==> src/logic/la_defines.svh <==
`ifndef LA_DEFINES_SVH
`define LA_DEFINES_SVH

// Probe channels per sample
`define LA_NUM_PROBES 9

// Capture depth, sample counter and downsample ratio width
`define LA_DEPTH_BITS 16

// Trigger source select code width
`define LA_TRIG_SRC_BITS 6

// Probe group select code width
`define LA_GROUP_BITS 3

// Seen on unused group codes, channel 0 high
`define LA_IDLE_PATTERN 9'h155

`endif

==> src/logic/la_pkg.sv <==
`include "la_defines.svh"

package la_pkg;

   // One sample across all probe channels
   typedef logic [`LA_NUM_PROBES-1:0] probe_vec_t;

   // Two samples per channel, older one in the upper bit
   typedef logic [2*`LA_NUM_PROBES-1:0] fifo_word_t;

   // Depth, sample count and downsample ratio
   typedef logic [`LA_DEPTH_BITS-1:0] depth_t;

   typedef logic [`LA_TRIG_SRC_BITS-1:0] trig_src_t;   // Trigger source code

   typedef logic [`LA_GROUP_BITS-1:0] group_t;   // Probe group code

   // Capture controller states
   typedef enum logic [1:0] {
      CAP_IDLE  = 2'd0,   // Waiting for arm
      CAP_ARMED = 2'd1,   // Waiting for trigger
      CAP_RUN   = 2'd2    // Taking samples
   } cap_state_t;

endpackage

==> src/logic/la_trigger.sv <==
`timescale 1ns/100ps
`include "la_defines.svh"

module la_trigger import la_pkg::*; (
   input  logic       observer_clk,
   input  logic       reset,
   input  trig_src_t  trigger_source,
   input  logic       manual_capture,
   input  logic       hs1,
   input  probe_vec_t tu_la_debug,
   input  logic [3:0] io,
   input  logic [7:0] userio,
   output logic       trigger_edge
);

   logic selected;     // Chosen line after polarity
   logic go_async;
   logic go_meta;
   logic go_sync;
   logic go_sync_d;

   // Source decode
   always_comb begin
      if (trigger_source[5]) begin
         selected = io[trigger_source[1:0]] ^ trigger_source[3];   // io 1 to 4
      end else if (trigger_source[3]) begin
         selected = userio[trigger_source[2:0]] ^ trigger_source[4];   // userio 0 to 7
      end else begin
         case (trigger_source)
            6'd0:    selected = hs1;
            6'd1:    selected = tu_la_debug[0];
            6'd2:    selected = tu_la_debug[1];
            default: selected = 1'b0;
         endcase
      end
   end

   // Manual capture joins before the synchroniser so it gets the same latency
   assign go_async = selected | manual_capture;

   // Two flop synchroniser, then a delayed copy for edge detection
   always_ff @(posedge observer_clk) begin
      if (reset) begin
         go_meta   <= 1'b0;
         go_sync   <= 1'b0;
         go_sync_d <= 1'b0;
      end else begin
         go_meta   <= go_async;
         go_sync   <= go_meta;
         go_sync_d <= go_sync;
      end
   end

   // Registered rising edge pulse
   always_ff @(posedge observer_clk) begin
      if (reset) begin
         trigger_edge <= 1'b0;
      end else begin
         trigger_edge <= go_sync & ~go_sync_d;
      end
   end

endmodule

==> src/logic/la_probe_select.sv <==
`timescale 1ns/100ps
`include "la_defines.svh"

module la_probe_select import la_pkg::*; (
   input  logic       observer_clk,
   input  logic [3:0] io,
   input  logic       hs1,
   input  logic       hs2,
   input  logic       aux_mcx,
   input  logic       trig_mcx,
   input  logic       adc_sample_clk,
   input  logic [7:0] userio,
   input  logic       userio_clk,
   input  probe_vec_t tu_la_debug,
   input  logic [7:0] trace_data,
   input  logic       trace_fe_clk,
   input  probe_vec_t trace_debug,
   input  group_t     capture_group,
   output probe_vec_t probes
);

   probe_vec_t group_mux;

   // Channel 0 is the rightmost signal of each concatenation
   always_comb begin
      case (capture_group)
         3'd0: begin
            group_mux = {adc_sample_clk, trig_mcx, aux_mcx, hs2, hs1, io};
         end
         3'd1: begin
            group_mux = {userio_clk, userio};
         end
         3'd2: begin
            group_mux = tu_la_debug;
         end
         3'd3: begin
            group_mux = {trace_fe_clk, trace_data};
         end
         3'd4: begin
            group_mux = trace_debug;
         end
         default: begin
            group_mux = `LA_IDLE_PATTERN;   // Recognisable filler
         end
      endcase
   end

   // One sampling point for all nine channels
   always_ff @(posedge observer_clk) begin
      probes <= group_mux;
   end

endmodule

==> src/logic/la_capture_ctrl.sv <==
`timescale 1ns/100ps
`include "la_defines.svh"

module la_capture_ctrl import la_pkg::*; (
   input  logic       observer_clk,
   input  logic       reset,
   input  logic       arm,
   input  logic       trigger_edge,
   input  probe_vec_t probes,
   input  depth_t     capture_depth,
   input  depth_t     downsample,
   output logic       fifo_wr,
   output fifo_word_t fifo_wr_data,
   output logic       fifo_clear,
   output logic       capture_start,
   output logic       capture_done,
   output logic       capturing
);

   cap_state_t state;

   logic       arm_meta;
   logic       arm_sync;
   logic       arm_sync_d;
   logic       arm_rise;

   depth_t     ds_cnt;        // Cycles since last strobe
   depth_t     sample_cnt;    // Strobes so far in this capture
   logic       strobe;
   logic       last_sample;
   logic       pair_second;   // Next strobe completes a word

   probe_vec_t sample_old;
   probe_vec_t sample_new;

   // Host arm level is asynchronous
   always_ff @(posedge observer_clk) begin
      if (reset) begin
         arm_meta   <= 1'b0;
         arm_sync   <= 1'b0;
         arm_sync_d <= 1'b0;
      end else begin
         arm_meta   <= arm;
         arm_sync   <= arm_meta;
         arm_sync_d <= arm_sync;
      end
   end

   assign arm_rise   = arm_sync & ~arm_sync_d;
   assign fifo_clear = arm_sync;

   assign capturing   = (state == CAP_RUN);
   assign strobe      = capturing && (ds_cnt == downsample);
   assign last_sample = (sample_cnt == capture_depth - depth_t'(1));

   always_ff @(posedge observer_clk) begin
      if (reset) begin
         state         <= CAP_IDLE;
         capture_start <= 1'b0;
         capture_done  <= 1'b0;
         fifo_wr       <= 1'b0;
         ds_cnt        <= '0;
         sample_cnt    <= '0;
         pair_second   <= 1'b0;
      end else begin
         capture_start <= 1'b0;   // Pulses by default
         capture_done  <= 1'b0;
         fifo_wr       <= 1'b0;
         case (state)
            CAP_IDLE: begin
               if (arm_rise) begin
                  state <= CAP_ARMED;
               end
            end
            CAP_ARMED: begin
               if (trigger_edge) begin
                  state         <= CAP_RUN;
                  capture_start <= 1'b1;
                  ds_cnt        <= '0;
                  sample_cnt    <= '0;
                  pair_second   <= 1'b0;
               end
            end
            CAP_RUN: begin
               if (strobe) begin
                  ds_cnt      <= '0;
                  sample_cnt  <= sample_cnt + depth_t'(1);
                  pair_second <= ~pair_second;
                  fifo_wr     <= pair_second;   // Every second sample
                  if (last_sample) begin
                     state        <= CAP_IDLE;   // Needs a fresh arm edge
                     capture_done <= 1'b1;
                  end
               end else begin
                  ds_cnt <= ds_cnt + depth_t'(1);
               end
            end
            default: begin
               state <= CAP_IDLE;
            end
         endcase
      end
   end

   // Per channel two bit shift on each strobe
   always_ff @(posedge observer_clk) begin
      if (strobe) begin
         sample_old <= sample_new;
         sample_new <= probes;
      end
   end

   // Channel c in bits 2c+1:2c, older sample on top
   always_comb begin
      for (int c = 0; c < `LA_NUM_PROBES; c++) begin
         fifo_wr_data[2*c+1] = sample_old[c];
         fifo_wr_data[2*c]   = sample_new[c];
      end
   end

endmodule

==> src/logic/la_top.sv <==
`timescale 1ns/100ps
`include "la_defines.svh"

module la_top import la_pkg::*; (
   input  logic       observer_clk,
   input  logic       reset,

   // Host configuration levels
   input  trig_src_t  trigger_source,
   input  group_t     capture_group,
   input  depth_t     capture_depth,
   input  depth_t     downsample,
   input  logic       arm,
   input  logic       manual_capture,

   // Observed signals
   input  logic [3:0] io,
   input  logic       hs1,
   input  logic       hs2,
   input  logic       aux_mcx,
   input  logic       trig_mcx,
   input  logic       adc_sample_clk,
   input  logic [7:0] userio,
   input  logic       userio_clk,
   input  probe_vec_t tu_la_debug,
   input  logic [7:0] trace_data,
   input  logic       trace_fe_clk,
   input  probe_vec_t trace_debug,

   // FIFO side and status
   output logic       fifo_wr,
   output fifo_word_t fifo_wr_data,
   output logic       fifo_clear,
   output logic       capture_start,
   output logic       capture_done,
   output logic       capturing
);

   logic       trigger_edge;
   probe_vec_t probes;

   la_trigger i_trigger (
      .observer_clk   (observer_clk),
      .reset          (reset),
      .trigger_source (trigger_source),
      .manual_capture (manual_capture),
      .hs1            (hs1),
      .tu_la_debug    (tu_la_debug),
      .io             (io),
      .userio         (userio),
      .trigger_edge   (trigger_edge)
   );

   la_probe_select i_probe_select (
      .observer_clk   (observer_clk),
      .io             (io),
      .hs1            (hs1),
      .hs2            (hs2),
      .aux_mcx        (aux_mcx),
      .trig_mcx       (trig_mcx),
      .adc_sample_clk (adc_sample_clk),
      .userio         (userio),
      .userio_clk     (userio_clk),
      .tu_la_debug    (tu_la_debug),
      .trace_data     (trace_data),
      .trace_fe_clk   (trace_fe_clk),
      .trace_debug    (trace_debug),
      .capture_group  (capture_group),
      .probes         (probes)
   );

   la_capture_ctrl i_capture_ctrl (
      .observer_clk   (observer_clk),
      .reset          (reset),
      .arm            (arm),
      .trigger_edge   (trigger_edge),
      .probes         (probes),
      .capture_depth  (capture_depth),
      .downsample     (downsample),
      .fifo_wr        (fifo_wr),
      .fifo_wr_data   (fifo_wr_data),
      .fifo_clear     (fifo_clear),
      .capture_start  (capture_start),
      .capture_done   (capture_done),
      .capturing      (capturing)
   );

endmodule

==> config.mk <==
export PLATFORM = sky130hd
export DESIGN_NAME = la_top
export DESIGN_NICKNAME = d
export VERILOG_FILES = /design/src/logic/la_pkg.sv /design/src/logic/la_trigger.sv /design/src/logic/la_probe_select.sv /design/src/logic/la_capture_ctrl.sv /design/src/logic/la_top.sv
export VERILOG_INCLUDE_DIRS = /design/src /design/src/logic
export SDC_FILE = /design/constraint.sdc
export NUM_CORES = 1
export LEC_CHECK = 0
export ABC_AREA = 1
export BUFFER_PORTS_ARGS = -buffer_cell sky130_fd_sc_hd__buf_2
export CORE_MARGIN = 4
export CORE_UTILIZATION = 53
export DETAILED_ROUTE_END_ITERATION = 7
export GPL_ROUTABILITY_DRIVEN = 1
export GPL_TIMING_DRIVEN = 1
export PLACE_DENSITY = 0.92
export RECOVER_POWER = 25
export REMOVE_ABC_BUFFERS = 1
export SYNTH_ARGS = -nofsm -noshare
export SYNTH_HDL_FRONTEND = slang
export SYNTH_SLANG_ARGS = --single-unit
==> constraint.sdc <==
create_clock -name observer_clk -period 2.2 [get_ports observer_clk]
set_input_delay 0.55 -clock observer_clk [delete_from_list [all_inputs] [get_ports observer_clk]]
set_output_delay 0.55 -clock observer_clk [all_outputs]
set_load 0.03 [all_outputs]
# Yosys cells after proc, flatten, opt, wreduce, memory -nomap -nowiden
# Cells that the tools add are included.
# totals
ff_bits	72
input_bits	90
out_inout_bits	23
word_cells	80
# op_classes
n_addsub	3
n_lt_le_gt_ge	2
eq_ne	14
n_mux	23
bitwise_logic	11
n_reduce_logical	10
# op_table
operator	n
$pmux W16 S2	2
$mux W16	3
$pmux W9 S5	1
$add A16 B1 Y16 const B	2
$eq A16 B16 Y1	2
$sub A16 B1 Y16 const B	1
$mux W1	8
$mux W2	4
$eq A3 B2 Y1 const B	2
$eq A6 B1 Y1 const B	1
$eq A6 B2 Y1 const B	1
$logic_not A6 Y1	1
$ne A2 B2 Y1 const B	3
$not A1 Y1	6
$pmux W2 S3	1
$lt A3 B4 Y1 const B	1
$reduce_and A4 Y1	1
$bmux W1 S3	1
$eq A3 B1 Y1 const B	1
$eq A3 B3 Y1 const B	1
$logic_not A3 Y1	1
$lt A2 B3 Y1 const B	1
$pmux W1 S3	1
$reduce_and A3 Y1	1
14 further kinds	16

# Logic depth before layout (Yosys ltp)
# Gate-level depths: netlist of run 1.
# logic_depth
depth_word	6
ltp_mapped	16
mapped_depth_nobuf	16

# Cells and area by module
# A second synthesis of run 1 with hierarchy kept.
# unflattened
cells_unflattened	670
hier_area_um2	4695.8
# modules_own_cells
mod	instances	cells_per_inst	area_each_um2	seq_area_each_um2
la_capture_ctrl	1	489	3669.8	1361.3
la_probe_select	1	120	674.4	180.2
la_trigger	1	61	351.6	80.1

# Least setup slack after synthesis of run 1
# OpenSTA, ideal clock, no wires.
# synth_path
kind	input port to flip-flop
startpoint	input port capture_depth[0]
endpoint	register i_capture_ctrl.state[1]
setup_ns	0.109
arrival_time_ns	1.765
t_required_ns	2.091
path_slack_ns	0.326
path_stages	15
path_buffers	0
path_cell_list	inv_1 ha_1 nand2_2 nor2_4 nand3_1 nand2_1 inv_1 nor2_1 nand2_1 nor2_1 nand2_1 nand2_1 nand3_1 nand2_1 inv_1
# synth_between
elab_chain_len	4
# synth_lines
item	line_no	text
from (decl)	la_top.sv:11	input depth_t capture_depth,
$sub A16 B1 Y16	la_capture_ctrl.sv:54	assign last_sample = (sample_cnt == capture_depth - depth_t'(1));
$eq A16 B16 Y1	la_capture_ctrl.sv:54	
$ne A2 B2 Y1 (no source line)	n/a	
$reduce_and A4 Y1 (no source line)	n/a	
to (signal assigned)	la_capture_ctrl.sv:58	state <= CAP_IDLE;
to (signal assigned)	la_capture_ctrl.sv:72	state <= CAP_ARMED;
to (signal assigned)	la_capture_ctrl.sv:77	state <= CAP_RUN;
to (decl)	la_capture_ctrl.sv:20	cap_state_t state;
# No other way between the ends.
# A chain may end at the register's enable or synchronous reset.

# Worst setup path in the final report of run 1
# layout_path
startpoint	register i_capture_ctrl.ds_cnt[10]
endpoint	register i_capture_ctrl.sample_cnt[8]
# layout_between
elab_chain_len	4
# layout_lines
item	line_no	text
from (decl)	la_capture_ctrl.sv:27	depth_t ds_cnt;
from (signal assigned)	la_capture_ctrl.sv:95	ds_cnt <= ds_cnt + depth_t'(1);
$eq A16 B16 Y1	la_capture_ctrl.sv:53	assign strobe = capturing && (ds_cnt == downsample);
$logic_and A1 B1 Y1	la_capture_ctrl.sv:53	
$ne A2 B2 Y1 (no source line)	n/a	
$reduce_and A3 Y1 (no source line)	n/a	
to (signal assigned)	la_capture_ctrl.sv:87	sample_cnt <= sample_cnt + depth_t'(1);
to (decl)	la_capture_ctrl.sv:28	depth_t sample_cnt;
# No other way between the ends.

==> results.toml, run 1 <==
[floorplan]
num_rows = 32
ios = 113
die_area_mm2 = 0.00944
dieWidth_um = 97.2
core_area_mm2 = 0.00773
start_util_pct = 54.5
fp.dieH_um = 97.2

[yosys]
netlist_area_mm2 = 0.00421
ys_top_cells_by_area = "dfxtp_1 26%, nand2_1 13%, edfxtp_1 13%, nor2_1 6.2%, inv_1 6.1%"
synth_seq_area_share_pct = 38.5
yosysUniqueCellTypes = 41
avgSynthCellArea_um2 = 7.20
synth_ff_type = "dfxtp_1"
synthArstFlopShare_pct = 0
synth.largest_area_cell = "dfxtp_1"
synth_top_area_share_pct = 25.7
synth_edf_count = 18
yosysWarnings = 0
ys_seq_elements = 72
synthCells = 585

[sta]
hold_viol = 0
setup_viol = 0
tightest_slew_ps = 1210
fin_crit_ps = 1900
maxSlewHeadroom_pct = 19.3
fin_crit_sh_pct = 86.5
maxSlewViolCount = 0
rsz0062_at_grt = "no"
setup_tns_ps = 0
finalClockSkew_ps = 8.69
fmax_mhz = 525
whs_ps = 388

[pwr]
power.total_uw = 3210
power_density_mw_per_mm2 = 625
p_leak_uw = 0.00221
vdd_drop_max_mv = 0.474

[clocking]
clkLatencyLatePin_ps = 340
numCtsBuffers = 9
cts.repair.resized = 0
clk_pin_slew_ps = 80
cts_setup_buffers = 0
ctsHoldBuffers = 0
cts-root-buf = "clkbuf_8"
cts_sinks = 72
htreeDepth = 3
cts_tree = "built"
clock_path_buffers = 2

[detailed_routing]
avgViaCountPerCell = 5.30
dr.pass1.iters = 6
num_vias = 4302
post_drt_wl_per_cell_um = 12.8
routed_wl_um = 10400
drtAntennaViolNets = 0
drt-initial-drc-count = 253
drc = 0

[setup_path]
worstSetupEndpointType = "register"
start_kind = "register"
cpMaxStageDelayCell = "dfxtp_1"
crit_fanout = 18
path_class = "reg -> reg"
cp_data_required_time_ps = 2430
cpPeakStageDelay_ps = 490
cp.arrival_ps = 2130
crit_chain = "xnor2_1, nand4_1, nor2_1, nand3_2, nand2_4, nand3_2, o21ai_0, nor2_1"

[cells_and_area]
multiInputGateArea_mm2 = 0.00226
final_common_cell = "nand2_1"
nNetsFinal = 798
regArea_mm2 = 0.00162
n_antenna_cell = 0
drive_above_1_share_pct = 22.4
final_cell_mix = "148 x nand2_1, 110 x buf_2, 70 x nor2_1, 69 x inv_1, 54 x dfxtp_1"
finalNonFillerCells = 812
area_growth_syn_to_layout_pct = 21.7
nFillCells = 616

[global_routing]
grt_pass1_wl_um = 17200
grt_pass1_vias = 4119
grt_usage_pct = 21.5
grt_max_degree = 28
antenna_found_initial = 0
grt_overflow = 0

[flow_run]
maxCapViolations = 0

[place]
dp.cells = 796
hpwl_um = 8310
portBuffers = 112
routabilityCongestion = 0.915

[worst_hold_path]
hold_class = "reg -> reg"

[run_status]
outcome = "completed"
final timing paths:
| path | startpoint | to | slack (ps) | depth (start not counted) |
|---|---|---|---|---|
| worst max register to register | i_capture_ctrl.ds_cnt[10] | i_capture_ctrl.sample_cnt[8] | 300 | 8 |
| worst max-delay path | i_capture_ctrl.ds_cnt[10] | i_capture_ctrl.sample_cnt[8] | 300 | 8 |
| worst min register to register | i_trigger.go_sync_d | i_trigger.trigger_edge | 390 | 1 |
| worst min-delay path | i_trigger.go_sync_d | i_trigger.trigger_edge | 390 | 1 |
worst max-delay path: cells and delay by family, from the launching register on:
kind	cells	cell delay [ps]
and+or+nand+nor	6	900
DFF	1	490
AOI/OAI and AO/OA	1	230
xor gates and xnor gates	1	150
stage by stage:
step	instance area (um^2)	worst slack, ps	utilization (%)
6_report	5130	296	66.4
5_1_grt	5130	130	66.4
4_1_cts	5140	307	66.5
3_5_place_dp	4900	57.3	63.4
3_3_place_gp	4900	161	63.4
2_1_floorplan	4160	295	-
routing by layer:
metal / part of all wire, % / vias to the layer above / global-route usage [%]
li1: - / 2164 / -
met1: 40 / 1944 / 24.4
met2: 51 / 171 / 38.7
met3: 6.9 / 23 / 4.74
met4: 2.1 / 0 / 8.64
met5: 0 / - / 0
cell type report:
cell class              count  share of cell area, %
well taps                 102                   2.49
clock inverters             6                   1.76
flip-flops and latches     72                   31.6
clock buffers              10                   2.90
repair buffers            118                   11.9
multi-input cells         432                   44.1
inverters                  72                   5.32
cells by family (layout without fill, tap and decap cells):
| kind of cell | count (synthesis) | count (layout) | synth area share [%] |
|---|---|---|---|
| simple gates | 322 | 322 | 34.8 |
| fa+ha+maj | 3 | 3 | 0.891 |
| xor+xnor | 40 | 40 | 8.31 |
| flops | 72 | 72 | 38.5 |
| compound gates | 67 | 67 | 9.68 |
| buf+inv | 81 | 206 | 7.87 |
sequential cells by signal (all words and copies together) (netlist names):
signal	cells
i_capture_ctrl.sample_old	9
i_trigger.go_meta	1
i_trigger.go_sync_d	1
i_capture_ctrl.arm_sync_d	1
i_capture_ctrl.fifo_wr	1
i_trigger.go_sync	1
i_capture_ctrl.state	2
i_capture_ctrl.arm_meta	1
i_capture_ctrl.pair_second	1
i_capture_ctrl.ds_cnt	16
i_capture_ctrl.sample_new	9
i_capture_ctrl.capture_start	1
i_capture_ctrl.capture_done	1
i_capture_ctrl.sample_cnt	16
i_trigger.trigger_edge	1
i_probe_select.probes	9
i_capture_ctrl.fifo_clear	1
cell usage after synthesis, drive strengths merged, types with 2 or more instances:
library cell    n
a21oi          28
a221oi          9
buf             5
clkbuf          4
dfxtp          54
edfxtp         18
ha              3
inv            72
nand2         155
nand3          44
nand3b          4
nand4          14
nor2           79
nor3           16
nor4            4
o211ai          4
o21ai          15
o21bai          2
o22ai           3
or2             4
xnor2          21
xor2           19
report_power, final:
part | switching, uW | internal, uW
Combinational | 357 | 215
Sequential | 33.0 | 1400
Clock | 491 | 708
Note: power is estimated with default switching activity, not from simulation.
==> run 2, diff against run 1 <==
--- a/config.mk
+++ b/config.mk
@@ -8,12 +8,12 @@
 export LEC_CHECK = 0
 export ABC_AREA = 1
 export BUFFER_PORTS_ARGS = -buffer_cell sky130_fd_sc_hd__buf_2
-export CORE_MARGIN = 4
-export CORE_UTILIZATION = 53
+export CORE_MARGIN = 2
+export CORE_UTILIZATION = 48
 export DETAILED_ROUTE_END_ITERATION = 7
 export GPL_ROUTABILITY_DRIVEN = 1
 export GPL_TIMING_DRIVEN = 1
-export PLACE_DENSITY = 0.92
+export PLACE_DENSITY = 0.89
 export RECOVER_POWER = 25
 export REMOVE_ABC_BUFFERS = 1
 export SYNTH_ARGS = -nofsm -noshare
==> constraint.sdc (replaced) <==
create_clock -name observer_clk -period 1.65 [get_ports observer_clk]
set_input_delay 0.4125 -clock observer_clk [delete_from_list [all_inputs] [get_ports observer_clk]]
set_output_delay 0.4125 -clock observer_clk [all_outputs]
set_load 0.03 [all_outputs]
==> results.toml, run 2 (synthesis results as in run 1) <==
[sta]
hold_viol = 0
fmax_mhz = 576
fin_crit_sh_pct = 105
setup_ws_ps = -85.8
tightest_slew_ps = 1310
fin_crit_ps = 1740
maxSlewHeadroom_pct = 12.7
finalClockSkew_ps = 16.7
rsz0062_at_grt = "yes"
setup_viol = 41
maxSlewViolCount = 0

[floorplan]
dieWidth_um = 97.7
fp.dieH_um = 97.7
ios = 113
die_area_mm2 = 0.00954
num_rows = 34
core_area_mm2 = 0.00864
start_util_pct = 48.8

[pwr]
switching_share_pct = 30.4
power.total_uw = 4570
power_frac_comb_pct = 24.0
pwr-share-clk_pct = 33.8
p_leak_uw = 0.00268
vdd_drop_max_mv = 0.516
p_int_uw = 3180
switchingPower_uw = 1390
power_density_mw_per_mm2 = 761
seqPwrFrac_pct = 42.2

[setup_path]
worstSetupEndpointType = "register"
cp.arrival_ps = 2010
crit_fanout = 10
path_class = "reg -> reg"
cp_data_required_time_ps = 1930
start_kind = "register"

[clocking]
cts_sinks = 72
clock_path_buffers = 2
htreeDepth = 3
ctsHoldBuffers = 0
cts_tree = "built"
numCtsBuffers = 9
cts-root-buf = "clkbuf_8"
clk_pin_slew_ps = 90
clkLatencyLatePin_ps = 350

[detailed_routing]
avgViaCountPerCell = 5.45
post_drt_wl_per_cell_um = 15.1
drtAntennaViolNets = 0
routed_wl_um = 13300
num_vias = 4806
dr.pass1.iters = 6
drc = 0
drt-initial-drc-count = 329

[global_routing]
grt_overflow = 0
grt_pass1_wl_um = 19400
grt_max_degree = 28
antenna_found_initial = 0
grt_pass1_vias = 4568
grt_usage_pct = 24.4

[cells_and_area]
n_antenna_cell = 0
drive_above_1_share_pct = 37.7
final_cell_mix = "142 x nand2_1, 107 x buf_2, 62 x inv_1, 61 x buf_4, 60 x nor2_1"
reg_top3 = "i_capture_ctrl.ds_cnt (16), i_capture_ctrl.sample_cnt (16)"
finalInstanceArea_mm2 = 0.00601
final_common_cell = "nand2_1"
nNetsFinal = 862
area_growth_syn_to_layout_pct = 42.5

[place]
hpwl_um = 8990
dp_slack_ps = -373
portBuffers = 112
place_area_mm2 = 0.00522
routabilityCongestion = 0.927

[run_status]
violations = "setup timing"
outcome = "complete, but fails checks"

[flow_run]
maxCapViolations = 0

[worst_hold_path]
hold_class = "in -> reg"
run 2: changes by cell type in the layout (fill, tap and decap cells not counted), moves of 6 or more:
cell | before | now
buf_4 | 3 | 61
buf_6 | 0 | 10
dfxtp_1 | 54 | 34
dfxtp_2 | 0 | 14
dfxtp_4 | 0 | 6
inv_1 | 69 | 62
nand2_1 | 148 | 142
nand3_1 | 41 | 34
nor2_1 | 70 | 60
nor2_4 | 3 | 13
run 2: final timing paths:
path | start | end | slack (ps) | cells after the start
max | i_capture_ctrl.state[1] | i_capture_ctrl.ds_cnt[7] | -90 | 12
max reg2reg | i_capture_ctrl.state[1] | i_capture_ctrl.ds_cnt[7] | -90 | 12
min reg2reg | i_probe_select.probes[0] | i_capture_ctrl.sample_new[0] | 390 | 0
min | trace_data[7] | i_probe_select.probes[7] | 270 | 3
run 2: per-layer routing:
layer / global-route usage (%) / routed length [um] / vias up / part of all wire (%)
li1: - / - / 2283 / -
met1: 27.2 / 5020 / 2175 / 38
met2: 44.6 / 6690 / 286 / 50
met3: 4.17 / 1050 / 62 / 7.9
met4: 12.1 / 574 / 0 / 4.3
met5: 0 / 0 / - / 0
run 2: what timing repair did:
action | in CTS | in global routing
buffers inserted | 6 | 16
resized for setup | 16 | 101
endpoints found under the setup margin | 7 | 52
pin swaps | 6 | 44
hold endpoints to repair | 0 | 0
cloned | 0 | 1
run 2: critical path: stages, from the launching register on:
cell     delay [ps]
dfxtp_2         390
inv_1            70
nor2_2          170
inv_2           110
nand2_4         100
inv_4            80
nor2_4          150
nand2_2          70
nor2_2           80
inv_1            90
o21ai_1         150
o21ai_1         110
nor3_2          100
run 2: layout make-up:
| type | count | area [um^2] |
|---|---|---|
| inverters | 72 | 278 |
| multi-input cells | 433 | 2580 |
| fillers | 648 | 2630 |
| repair buffers | 181 | 1130 |
| well taps | 108 | 135 |
| clock buffers | 9 | 124 |
| flip-flops and latches | 72 | 1660 |
| clock inverters | 7 | 96.3 |
run 2: through the flow:
stage | hold slack (ps) | setup TNS (ps) | cells | util (%)
2_1_floorplan | 373 | -4370 | 576 | -
3_3_place_gp | 377 | -3040 | 843 | 60.4
3_5_place_dp | 390 | -4370 | 843 | 60.4
4_1_cts | 259 | -24.5 | 865 | 64.1
5_1_grt | 269 | -3810 | 882 | 69.6
6_report | 272 | -1570 | 882 | 69.6
run 2: power groups by stage:
| stage | logic, uW | clock network (uW) | registers [uW] |
|---|---|---|---|
| after floorplan | 477 | 0 | 1950 |
| after global placement | 809 | 0 | 1940 |
| after detailed placement | 836 | 0 | 1950 |
| after CTS | 888 | 1550 | 1910 |
| after global routing | 1180 | 1630 | 1930 |
| final | 1100 | 1540 | 1930 |
==> run 3, diff against run 2 <==
--- a/config.mk
+++ b/config.mk
@@ -13,7 +13,7 @@
 export DETAILED_ROUTE_END_ITERATION = 7
 export GPL_ROUTABILITY_DRIVEN = 1
 export GPL_TIMING_DRIVEN = 1
-export PLACE_DENSITY = 0.89
+export PLACE_DENSITY = 0.8
 export RECOVER_POWER = 25
 export REMOVE_ABC_BUFFERS = 1
 export SYNTH_ARGS = -nofsm -noshare
==> results.toml, run 3 (synthesis results as in run 1) <==
[run_status]
outcome = "complete, but fails checks"
violations = "setup timing"

[detailed_routing]
post_drt_wl_per_cell_um = 13.3
avgViaCountPerCell = 5.18
drt-initial-drc-count = 244
num_vias = 4535
drtAntennaViolNets = 0
dr.pass1.iters = 5
routed_wl_um = 11600
drc = 0

[cells_and_area]
reg_top3 = "i_capture_ctrl.ds_cnt (16), i_capture_ctrl.sample_cnt (16)"
nNetsFinal = 856
nFillCells = 676
drive_above_1_share_pct = 35.7
finalNonFillerCells = 876
area_growth_syn_to_layout_pct = 40.6
final_common_cell = "nand2_1"
final_cell_mix = "141 x nand2_1, 107 x buf_2, 65 x inv_1, 62 x nor2_1, 59 x buf_4"
regArea_mm2 = 0.00165
multiInputGateArea_mm2 = 0.00255
n_antenna_cell = 0

[sta]
fin_crit_sh_pct = 102
setup_viol = 22
hold_viol = 0
rsz0062_at_grt = "yes"
maxSlewHeadroom_pct = 59.5
setup_tns_ps = -525
whs_ps = 269
fin_crit_ps = 1690
maxSlewViolCount = 0
fmax_mhz = 593
finalClockSkew_ps = 11.9
setup_ws_ps = -35.6
tightest_slew_ps = 607

[clocking]
cts_sinks = 72
clk_pin_slew_ps = 80
clock_path_buffers = 2
cts_tree = "built"
cts-root-buf = "clkbuf_8"
ctsHoldBuffers = 0
clkLatencyLatePin_ps = 350
numCtsBuffers = 9
htreeDepth = 3

[floorplan]
dieWidth_um = 97.7
num_rows = 34
start_util_pct = 48.8
core_area_mm2 = 0.00864
ios = 113
fp.dieH_um = 97.7
die_area_mm2 = 0.00954

[pwr]
power_density_mw_per_mm2 = 755
vdd_drop_max_mv = 0.572
p_leak_uw = 0.00264

[global_routing]
grt_overflow = 0
grt_pass1_wl_um = 17900
grt_usage_pct = 22.6
grt_max_degree = 28
grt_pass1_vias = 4245
antenna_found_initial = 0

[setup_path]
crit_fanout = 19
start_kind = "register"
path_class = "reg -> reg"
cp_data_required_time_ps = 1700
worstSetupEndpointType = "register"
reg2reg_slack_ps = -40
cp.arrival_ps = 1740

[flow_run]
maxCapViolations = 0

[place]
dp.cells = 855
hpwl_um = 8590
routabilityCongestion = 0.940
portBuffers = 112

[worst_hold_path]
hold_class = "in -> reg"
-- run 3: power breakdown --
group	switching, uW	internal, uW	total, uW
registers	44.1	1880	1920
logic	569	407	976
clock network	638	938	1580
total	1250	3220	4470
-- run 3: stage by stage --
stage               area (um^2)  total power [uW]  utilization (%)  setup WS [ps]
floorplan                  4160              2420                -           -255
global placement           5310              2780             61.4           -271
detailed placement         5310              2810             61.4           -337
CTS                        5590              4380             64.7          -12.0
global route               5930              4680             68.6           -121
finish                     5930              4470             68.6          -35.6
-- run 3: final timing paths --
check	start	end	cells past startpoint
min reg2reg	i_trigger.go_sync_d	i_trigger.trigger_edge	1
max reg2reg	i_capture_ctrl.ds_cnt[5]	i_capture_ctrl.sample_old[4]	6
min	arm	i_capture_ctrl.arm_meta	3
max	i_capture_ctrl.ds_cnt[5]	i_capture_ctrl.sample_old[4]	6
-- run 3: per-layer routing --
layer  track usage [%]  vias up  wire [um]
met1              25.7     2061       4610
li1                  -     2278          -
met2              40.4      161       6080
met4              12.1        0        379
met5                 0        -          0
met3              3.67       35        549
-- run 3: timing repair --
item                       CTS  global route
buffers inserted             3             2
setup endpoints to repair    4            50
hold endpoints to repair     0             0
pin swaps                    8            37
resized for setup           13            83
-- run 3: final cells by class --
| cell class | instances | share of cell area [%] |
|---|---|---|
| multi-input combinational | 432 | 43.1 |
| timing repair buffer | 176 | 18.3 |
| clock inverter | 5 | 1.33 |
| inverter | 72 | 4.69 |
| sequential | 72 | 27.8 |
| clock buffer | 11 | 2.58 |
| tap | 108 | 2.28 |
-- run 3: worst max-delay path, stage by stage, from the launching register on --
cell and delay [ps]:
dfxtp_2 360, xnor2_1 240, nand4_1 150, nor2_2 200, nand3_4 140, inv_1 130, buf_12 160
